`src/verilog/isa_pkg.sv`:
```
package isa_pkg;

    // Datapath width
    localparam int xlen = 32;

    // Field widths
    localparam int reg_idx_w = 5;
    localparam int opcode_w  = 7;
    localparam int funct3_w  = 3;
    localparam int funct7_w  = 7;

    typedef logic [reg_idx_w-1:0] reg_idx_t;
    typedef logic [funct3_w-1:0]  funct3_t;
    typedef logic [funct7_w-1:0]  funct7_t;

    // RV32I major opcodes
    typedef enum logic [opcode_w-1:0] {
        opc_lui    = 7'b0110111,
        opc_auipc  = 7'b0010111,
        opc_jal    = 7'b1101111,
        opc_jalr   = 7'b1100111,
        opc_branch = 7'b1100011,
        opc_load   = 7'b0000011,
        opc_store  = 7'b0100011,
        opc_op_imm = 7'b0010011,
        opc_op     = 7'b0110011
    } opcode_e;

    // Instruction class, no_wb covers branches, stores and illegal opcodes
    typedef enum logic [2:0] {
        itype_r     = 3'd0,
        itype_i     = 3'd1,
        itype_s     = 3'd2,
        itype_b     = 3'd3,
        itype_u     = 3'd4,
        itype_j     = 3'd5,
        itype_no_wb = 3'd6
    } instr_type_e;

    // ALU operation selector handed to EX
    typedef enum logic [2:0] {
        alu_add      = 3'd0,
        alu_sub_cmp  = 3'd1,
        alu_r_funct  = 3'd2,
        alu_i_funct  = 3'd3,
        alu_pass_imm = 3'd4,
        alu_pc_add   = 3'd5
    } alu_op_e;

    // Everything the decoder pulls out of one instruction word
    typedef struct packed {
        opcode_e          opcode;
        funct3_t          funct3;
        funct7_t          funct7;
        reg_idx_t         rs1;
        reg_idx_t         rs2;
        reg_idx_t         rd;
        logic [xlen-1:0]  imm;
        instr_type_e      instr_type;
        logic             uses_rs1;
        logic             uses_rs2;
    } decoded_t;

endpackage

```
`src/verilog/pipe_pkg.sv`:
```
package pipe_pkg;

    // ROB tag and exception vector widths
    localparam int rob_tag_w = 4;
    localparam int exc_vec_w = 3;

    typedef logic [rob_tag_w-1:0] rob_tag_t;
    typedef logic [exc_vec_w-1:0] exc_vec_t;

    // EX/MEM/WB control bundle
    typedef struct packed {
        logic              alu_src;
        isa_pkg::alu_op_e  alu_op;
        logic              mem_write;
        logic              mem_read;
        logic              branch_inst;
        logic              mem_to_reg;
        logic              reg_write;
    } ctrl_t;

    // Register write from the writeback stage
    typedef struct packed {
        logic                      write_enable;
        isa_pkg::reg_idx_t         write_reg;
        logic [isa_pkg::xlen-1:0]  write_data;
    } wb_port_t;

    // ID/EX pipeline register contents
    typedef struct packed {
        logic                      valid;
        ctrl_t                     ctrl;
        logic [isa_pkg::xlen-1:0]  pc;
        logic [isa_pkg::xlen-1:0]  instruction;
        logic [isa_pkg::xlen-1:0]  data_a;
        logic [isa_pkg::xlen-1:0]  data_b;
        logic [isa_pkg::xlen-1:0]  imm;
        isa_pkg::reg_idx_t         rd;
        // Source numbers for the forwarding unit
        isa_pkg::reg_idx_t         rs1;
        isa_pkg::reg_idx_t         rs2;
        isa_pkg::funct3_t          funct3;
        isa_pkg::funct7_t          funct7;
        rob_tag_t                  rob_tag;
        logic                      allocate;
        exc_vec_t                  exception_vector;
    } idex_t;

endpackage

```
`src/verilog/instr_decoder.sv`:
```
`timescale 1ns/1ns

module instr_decoder (
    input  logic [31:0]       instruction,
    output isa_pkg::decoded_t fields
);

    logic [isa_pkg::xlen-1:0] imm_i;
    logic [isa_pkg::xlen-1:0] imm_s;
    logic [isa_pkg::xlen-1:0] imm_b;
    logic [isa_pkg::xlen-1:0] imm_u;
    logic [isa_pkg::xlen-1:0] imm_j;

    // Sign-extended immediates for every format
    assign imm_i = {{20{instruction[31]}}, instruction[31:20]};
    assign imm_s = {{20{instruction[31]}}, instruction[31:25], instruction[11:7]};
    assign imm_b = {{19{instruction[31]}}, instruction[31], instruction[7],
                    instruction[30:25], instruction[11:8], 1'b0};
    assign imm_u = {instruction[31:12], 12'b0};
    assign imm_j = {{11{instruction[31]}}, instruction[31], instruction[19:12],
                    instruction[20], instruction[30:21], 1'b0};

    always_comb begin
        // Raw fields sit at fixed positions in every format
        fields.opcode     = isa_pkg::opcode_e'(instruction[6:0]);
        fields.rd         = instruction[11:7];
        fields.funct3     = instruction[14:12];
        fields.rs1        = instruction[19:15];
        fields.rs2        = instruction[24:20];
        fields.funct7     = instruction[31:25];
        fields.imm        = '0;
        fields.instr_type = isa_pkg::itype_no_wb;
        fields.uses_rs1   = 1'b0;
        fields.uses_rs2   = 1'b0;

        case (fields.opcode)
            isa_pkg::opc_lui, isa_pkg::opc_auipc: begin
                fields.imm        = imm_u;
                fields.instr_type = isa_pkg::itype_u;
            end
            isa_pkg::opc_jal: begin
                fields.imm        = imm_j;
                fields.instr_type = isa_pkg::itype_j;
            end
            isa_pkg::opc_jalr, isa_pkg::opc_load, isa_pkg::opc_op_imm: begin
                fields.imm        = imm_i;
                fields.instr_type = isa_pkg::itype_i;
                fields.uses_rs1   = 1'b1;
            end
            // Stores and branches read both sources but write nothing back
            isa_pkg::opc_store: begin
                fields.imm      = imm_s;
                fields.uses_rs1 = 1'b1;
                fields.uses_rs2 = 1'b1;
            end
            isa_pkg::opc_branch: begin
                fields.imm      = imm_b;
                fields.uses_rs1 = 1'b1;
                fields.uses_rs2 = 1'b1;
            end
            isa_pkg::opc_op: begin
                fields.instr_type = isa_pkg::itype_r;
                fields.uses_rs1   = 1'b1;
                fields.uses_rs2   = 1'b1;
            end
            default: begin
                // Illegal opcode keeps the no_wb defaults
                fields.imm = '0;
            end
        endcase
    end

endmodule

```
`src/verilog/register_file.sv`:
```
`timescale 1ns/1ns

module register_file (
    input  logic                      clk,
    input  logic                      arst_n,
    input  pipe_pkg::wb_port_t        wb,
    input  isa_pkg::reg_idx_t         reg_a,
    input  isa_pkg::reg_idx_t         reg_b,
    output logic [isa_pkg::xlen-1:0]  data_a,
    output logic [isa_pkg::xlen-1:0]  data_b
);

    // x0 has no storage
    logic [isa_pkg::xlen-1:0] regs [1:31];

    function automatic logic [isa_pkg::xlen-1:0] read_port(input isa_pkg::reg_idx_t idx);
        logic [isa_pkg::xlen-1:0] value;
        if (idx == '0) begin
            value = '0;
        end else if (wb.write_enable && wb.write_reg == idx) begin
            // Bypass the write that lands at the coming edge
            value = wb.write_data;
        end else begin
            value = regs[idx];
        end
        return value;
    endfunction

    always_ff @(posedge clk or negedge arst_n) begin
        if (!arst_n) begin
            for (int i = 1; i < 32; i++) begin
                regs[i] <= '0;
            end
        end else if (wb.write_enable && wb.write_reg != '0) begin
            regs[wb.write_reg] <= wb.write_data;
        end
    end

    always_comb begin
        data_a = read_port(reg_a);
        data_b = read_port(reg_b);
    end

    x0_reads_zero_a: assert property (@(posedge clk) disable iff (!arst_n)
        (reg_a == '0) |-> (data_a == '0))
        else $error("register_file: x0 read on port a returned a nonzero value");

    x0_reads_zero_b: assert property (@(posedge clk) disable iff (!arst_n)
        (reg_b == '0) |-> (data_b == '0))
        else $error("register_file: x0 read on port b returned a nonzero value");

endmodule

```
`src/verilog/control_unit.sv`:
```
`timescale 1ns/1ns

module control_unit (
    input  isa_pkg::decoded_t fields,
    output pipe_pkg::ctrl_t   ctrl
);

    always_comb begin
        // Illegal opcodes fall through with everything low
        ctrl = '0;

        case (fields.opcode)
            isa_pkg::opc_load: begin
                ctrl.alu_src    = 1'b1;
                ctrl.alu_op     = isa_pkg::alu_add;
                ctrl.mem_read   = 1'b1;
                ctrl.mem_to_reg = 1'b1;
                ctrl.reg_write  = 1'b1;
            end
            isa_pkg::opc_store: begin
                ctrl.alu_src   = 1'b1;
                ctrl.alu_op    = isa_pkg::alu_add;
                ctrl.mem_write = 1'b1;
            end
            isa_pkg::opc_branch: begin
                ctrl.alu_op      = isa_pkg::alu_sub_cmp;
                ctrl.branch_inst = 1'b1;
            end
            isa_pkg::opc_op: begin
                ctrl.alu_op    = isa_pkg::alu_r_funct;
                ctrl.reg_write = 1'b1;
            end
            isa_pkg::opc_op_imm: begin
                ctrl.alu_src   = 1'b1;
                ctrl.alu_op    = isa_pkg::alu_i_funct;
                ctrl.reg_write = 1'b1;
            end
            isa_pkg::opc_lui: begin
                ctrl.alu_op    = isa_pkg::alu_pass_imm;
                ctrl.reg_write = 1'b1;
            end
            isa_pkg::opc_auipc, isa_pkg::opc_jal: begin
                ctrl.alu_op    = isa_pkg::alu_pc_add;
                ctrl.reg_write = 1'b1;
            end
            // Target is rs1 plus offset, so a plain add
            isa_pkg::opc_jalr: begin
                ctrl.alu_op    = isa_pkg::alu_add;
                ctrl.reg_write = 1'b1;
            end
            default: begin
                ctrl = '0;
            end
        endcase
    end

endmodule

```
`src/verilog/hazard_unit.sv`:
```
`timescale 1ns/1ns

module hazard_unit (
    input  logic               in_valid,
    input  isa_pkg::decoded_t  fields,
    input  isa_pkg::reg_idx_t  idex_rd,
    input  logic               idex_mem_read,
    output logic               stall,
    output logic               pc_write_disable,
    output logic               ifid_write_disable
);

    logic rs1_match;
    logic rs2_match;

    // Only sources the format really reads can conflict
    assign rs1_match = fields.uses_rs1 && (fields.rs1 == idex_rd);
    assign rs2_match = fields.uses_rs2 && (fields.rs2 == idex_rd);

    // Load in EX whose result the incoming instruction needs
    assign stall = in_valid && idex_mem_read && (idex_rd != '0) && (rs1_match || rs2_match);

    // Fetch holds PC and IF/ID together
    assign pc_write_disable   = stall;
    assign ifid_write_disable = stall;

    always_comb begin
        stall_freezes_fetch: assert (!stall || (pc_write_disable && ifid_write_disable))
            else $error("hazard_unit: stall without both fetch disables");
    end

endmodule

```
`src/verilog/stage_decode.sv`:
```
`timescale 1ns/1ns

module stage_decode (
    input  logic                      clk,
    input  logic                      arst_n,
    input  logic                      in_valid,
    input  logic [isa_pkg::xlen-1:0]  instruction,
    input  logic [isa_pkg::xlen-1:0]  pc,
    input  pipe_pkg::rob_tag_t        rob_tag,
    input  pipe_pkg::exc_vec_t        exception_vector,
    input  pipe_pkg::wb_port_t        wb,
    input  isa_pkg::reg_idx_t         idex_rd,
    input  logic                      idex_mem_read,
    output pipe_pkg::idex_t           next_idex,
    output logic                      pc_write_disable,
    output logic                      ifid_write_disable
);

    isa_pkg::decoded_t         fields;
    pipe_pkg::ctrl_t           ctrl_raw;
    logic [isa_pkg::xlen-1:0]  data_a;
    logic [isa_pkg::xlen-1:0]  data_b;
    logic                      stall;
    logic                      issue;
    logic                      writes_back;

    instr_decoder u_decoder (
        .instruction (instruction),
        .fields      (fields)
    );

    register_file u_regfile (
        .clk    (clk),
        .arst_n (arst_n),
        .wb     (wb),
        .reg_a  (fields.rs1),
        .reg_b  (fields.rs2),
        .data_a (data_a),
        .data_b (data_b)
    );

    control_unit u_control (
        .fields (fields),
        .ctrl   (ctrl_raw)
    );

    hazard_unit u_hazard (
        .in_valid           (in_valid),
        .fields             (fields),
        .idex_rd            (idex_rd),
        .idex_mem_read      (idex_mem_read),
        .stall              (stall),
        .pc_write_disable   (pc_write_disable),
        .ifid_write_disable (ifid_write_disable)
    );

    // Instruction actually moves into EX this cycle
    assign issue = in_valid && !stall;

    // Stores take a ROB slot too since the store buffer lives there
    assign writes_back = (fields.instr_type != isa_pkg::itype_no_wb) ||
                         (fields.opcode == isa_pkg::opc_store);

    always_comb begin
        next_idex.valid            = issue;
        // Bubble carries no control so nothing downstream acts on it
        next_idex.ctrl             = issue ? ctrl_raw : '0;
        next_idex.pc               = pc;
        next_idex.instruction      = instruction;
        next_idex.data_a           = data_a;
        next_idex.data_b           = data_b;
        next_idex.imm              = fields.imm;
        next_idex.rd               = fields.rd;
        next_idex.rs1              = fields.rs1;
        next_idex.rs2              = fields.rs2;
        next_idex.funct3           = fields.funct3;
        next_idex.funct7           = fields.funct7;
        next_idex.rob_tag          = rob_tag;
        next_idex.allocate         = issue && writes_back;
        next_idex.exception_vector = exception_vector;
    end

endmodule

```
`src/verilog/decode_top.sv`:
```
`timescale 1ns/1ns

module decode_top (
    input  logic                      clk,
    input  logic                      arst_n,
    input  logic                      in_valid,
    input  logic [isa_pkg::xlen-1:0]  instruction,
    input  logic [isa_pkg::xlen-1:0]  pc,
    input  pipe_pkg::rob_tag_t        rob_tag,
    input  pipe_pkg::exc_vec_t        exception_vector,
    input  pipe_pkg::wb_port_t        wb,
    input  logic                      flush,
    output pipe_pkg::idex_t           idex,
    output logic                      pc_write_disable,
    output logic                      ifid_write_disable
);

    pipe_pkg::idex_t next_idex;

    // Load-use loop closes through the registered rd and mem_read
    stage_decode u_stage (
        .clk                (clk),
        .arst_n             (arst_n),
        .in_valid           (in_valid),
        .instruction        (instruction),
        .pc                 (pc),
        .rob_tag            (rob_tag),
        .exception_vector   (exception_vector),
        .wb                 (wb),
        .idex_rd            (idex.rd),
        .idex_mem_read      (idex.ctrl.mem_read),
        .next_idex          (next_idex),
        .pc_write_disable   (pc_write_disable),
        .ifid_write_disable (ifid_write_disable)
    );

    // ID/EX register, flush wins over the incoming payload
    always_ff @(posedge clk or negedge arst_n) begin
        if (!arst_n) begin
            idex <= '0;
        end else if (flush) begin
            idex <= '0;
        end else begin
            idex <= next_idex;
        end
    end

    no_alloc_when_idle: assert property (@(posedge clk) disable iff (!arst_n)
        !idex.valid |-> !idex.allocate)
        else $error("decode_top: ROB allocate raised on an invalid ID/EX entry");

endmodule

```
`config.mk`:
```
export PLATFORM = sky130hd
export DESIGN_NAME = decode_top
export DESIGN_NICKNAME = d
export VERILOG_FILES = /design/src/verilog/isa_pkg.sv /design/src/verilog/pipe_pkg.sv /design/src/verilog/instr_decoder.sv /design/src/verilog/register_file.sv /design/src/verilog/control_unit.sv /design/src/verilog/hazard_unit.sv /design/src/verilog/stage_decode.sv /design/src/verilog/decode_top.sv
export SDC_FILE = /design/constraint.sdc
export NUM_CORES = 2
export LEC_CHECK = 0
export BUFFER_PORTS_ARGS = -buffer_cell sky130_fd_sc_hd__buf_2
export CAP_MARGIN = 20
export CELL_PAD_IN_SITES_DETAIL_PLACEMENT = 1
export CELL_PAD_IN_SITES_GLOBAL_PLACEMENT = 2
export CORE_MARGIN = 2
export CORE_UTILIZATION = 45
export CTS_CLUSTER_SIZE = 14
export DETAILED_ROUTE_END_ITERATION = 6
export PLACE_DENSITY = 0.85
export SLEW_MARGIN = 20
export SYNTH_ARGS = -nofsm -noshare
export SYNTH_HDL_FRONTEND = slang
export SYNTH_SLANG_ARGS = --single-unit
```
`constraint.sdc`:
```
create_clock -name clk -period 2.6 [get_ports clk]
set_input_delay 0.13 -clock clk [delete_from_list [all_inputs] [get_ports clk]]
set_output_delay 0.13 -clock clk [all_outputs]
set_load 0.05 [all_outputs]
```
==> out/summary.txt <==
Total track usage: 0.324
Syn avg cell area: 14.2 sq um
DRC: 0
Detail Placement HPWL: 136000 microns
Post-Synth XOR/XNOR Area: 0.00291
# port buffers: 317
Vias per inst: 6.56
Crit-path max FO: 5
Seq cells post-synth: 1169
Setup slack after layout: 0.0473 ns
WL/cell: 33.8 microns
Status: finished clean
Fill cells: 12800
Clk_lat worst skew: 0.79 ns
Worst hold start: instruction[16]
Post-Layout Cell Count: 6527
Ys Warns: 0
VDD IR max: 578 uV
Die ar.: 0.137 sq mm
Net Count, Synth: 4359
Data arrival time of the worst path: 2.42 ns
Largest family of logic cells by synthesized area: multiplexers
Total core area: 0.133 sq mm
Syn-to-layout area delta: 18.0%
Slew Viols, Final: 0
Hold Vio Cnt, Final: 0
Least-Margin Pin Slew: 1.20 ns
Leak pwr: 31.3 nW
Final setup vio count: 0
Ys flop type: dfrtp_1
Syn Std Cell Area: 0.0601 sq mm
CP Launch Point: idex[29]
Longest Clk Path Bufs: 3
Compound-Gate Fraction of Synth Area: 0.0478
Gate count after technology mapping: 4246
WL final: 220000 microns
DRT iter0 DRCs: 4196
Initial Util: 0.452
First-pass GRT wire length: 323000 microns
Mux share of post-synthesis cell area: 0.381
Placed Cells: 6156
Final worst-path cycle share: 0.982
Seq/Total Area, Yosys: 0.486
Max-cap viol count: 0
CP Class: flop to primary output
Synth async-reset ratio: 1.00
Adder-Cell Fraction of Synth Area: 0
DP Area: 0.0653 sq mm
Share of layout cells above drive strength 1: 0.505
Final #Nets: 4761
CP Capture Type: primary output
Initial antenna violation count: 17
H-Tree Depth: 4
Worst setup SP type: flop
PwrDens: 766 mW/mm^2
RR Startpoint: u_stage.u_regfile.regs[28]
First-pass iteration count of the detailed router: 5
Tmin final: 2.55 ns
Largest net degree at the start of global routing: 111
Rel. slew slack: 0.199
Min-Delay Path Class: input port to flop
Clock skew: 0.0248 ns
CTS tree: done
Design area: 0.0710 sq mm
Vias in the first global route: 46100
Ports: 318
Max Clock Freq: 392 MHz
# rows: 134
Worst-path clk slew: 0.06 ns
Number of synthesized flops with an enable pin: 0
Setup TNS: 0 ns
Power, Total: 54.4 mW
CTS buffer count: 132
Global route overflow: 0
Die Wd: 370 microns
Final ANT Viol Nets: 0
Critical path required time: 2.47 ns
Yosys cell types: 60
Final hold slack: 0.0412 ns
Fin util: 0.533
Die Ht: 370 microns
CTS sink cnt: 1169
Setup WS pre-CTS: -0.0155 ns
Vias: 42800
Synth Area in Simple Gates: 0.0456
Final RePlAce weighted congestion: 0.860
Clock Tree Root: clkbuf_16
per-layer routing:
metal  part of all wire  track usage
met1               0.40        0.421
met2               0.46        0.505
met3              0.086       0.0782
met4              0.054        0.167
met5            0.00028            0
worst max-delay path, stage by stage, from the launching register on:
cell      delay [ns]
dfrtp_2         0.45
or4_1           0.55
o211ai_1        0.33
nor3b_2         0.13
buf_6           0.18
final cells by class:
| cell class | instances | area [sq um] | area share |
|---|---|---|---|
| tap | 1768 | 2210 | 0.0312 |
| antenna | 9 | 22.5 | 0.000317 |
| inverter | 7 | 28.8 | 0.000405 |
| clock buffer | 192 | 3880 | 0.0547 |
| multi-input combinational | 2612 | 29000 | 0.409 |
| timing repair buffer | 726 | 6070 | 0.0855 |
| sequential | 1169 | 29300 | 0.412 |
| clock inverter | 44 | 498 | 0.00702 |
registers in the layout, summed over array words and instances (netlist names):
signal                  flops
idex                      177
u_stage.u_regfile.regs    992
cells by family after synthesis:
logic type                Yosys count
AOI/OAI and AO/OA                 414
xor gates and xnor gates           20
buffers and inverters             465
DFF                              1169
muxes                            1643
and+or+nand+nor                   535
cell usage in the layout, fill, tap and decap left out, types with 53 or more instances in the layout:
| cell | count |
|---|---|
| a211oi_1 | 76 |
| buf_12 | 82 |
| buf_2 | 306 |
| buf_4 | 205 |
| clkbuf_16 | 137 |
| dfrtp_1 | 1166 |
| dlygate4sd3_1 | 125 |
| mux2_2 | 1122 |
| mux2i_1 | 113 |
| mux4_2 | 407 |
| nand2_1 | 122 |
| nand3_1 | 94 |
| nor2_1 | 53 |
| nor2b_1 | 122 |
| o21ai_0 | 82 |
worst paths after layout:
check,to,slack [ns],depth (start not counted)
worst min register to register,u_stage.u_regfile.regs[972],0.53,1
min in group asynchronous,u_stage.u_regfile.regs[628],0.06,3
worst max-delay path,pc_write_disable,0.05,4
max in group asynchronous,u_stage.u_regfile.regs[694],1.53,4
worst max register to register,idex[93],0.20,5
worst min-delay path,idex[100],0.04,5
Yosys cell counts, types with 14 or more instances:
| cell type | number | area share |
|---|---|---|
| dfrtp_1 | 1169 | 0.49 |
| mux2_2 | 1122 | 0.21 |
| mux4_2 | 407 | 0.15 |
| clkbuf_1 | 210 | 0.013 |
| nand2_1 | 139 | 0.0087 |
| nor2b_1 | 124 | 0.013 |
| buf_2 | 120 | 0.010 |
| mux2i_1 | 113 | 0.019 |
| nand3_1 | 94 | 0.0078 |
| o21ai_0 | 82 | 0.0068 |
| a211oi_1 | 77 | 0.0096 |
| nor2_1 | 71 | 0.0044 |
| buf_4 | 65 | 0.0081 |
| buf_1 | 59 | 0.0037 |
| a21oi_1 | 49 | 0.0041 |
| nor3_1 | 38 | 0.0032 |
| o22ai_1 | 35 | 0.0036 |
| a221oi_1 | 34 | 0.0050 |
| a221o_1 | 33 | 0.0055 |
| a31oi_1 | 32 | 0.0033 |
| a22o_1 | 26 | 0.0038 |
| nor4b_1 | 24 | 0.0035 |
| o211ai_1 | 14 | 0.0017 |
repair_timing:
item | 4_1_cts | 5_1_grt
endpoints found under the setup margin | 2 | 2
gates resized for setup | 2 | 8
buffers inserted | 0 | 1
pin swaps | 0 | 4
hold endpoints to repair | 1774 | 0
hold buffers | 125 | 0
power breakdown:
group | total [mW] | internal (mW) | switching [mW]
clock | 19.1 | 11.1 | 7.97
combinational | 11.2 | 6.17 | 5.05
sequential | 24.1 | 21.4 | 2.65
Note: power is estimated with default switching activity, not from simulation.
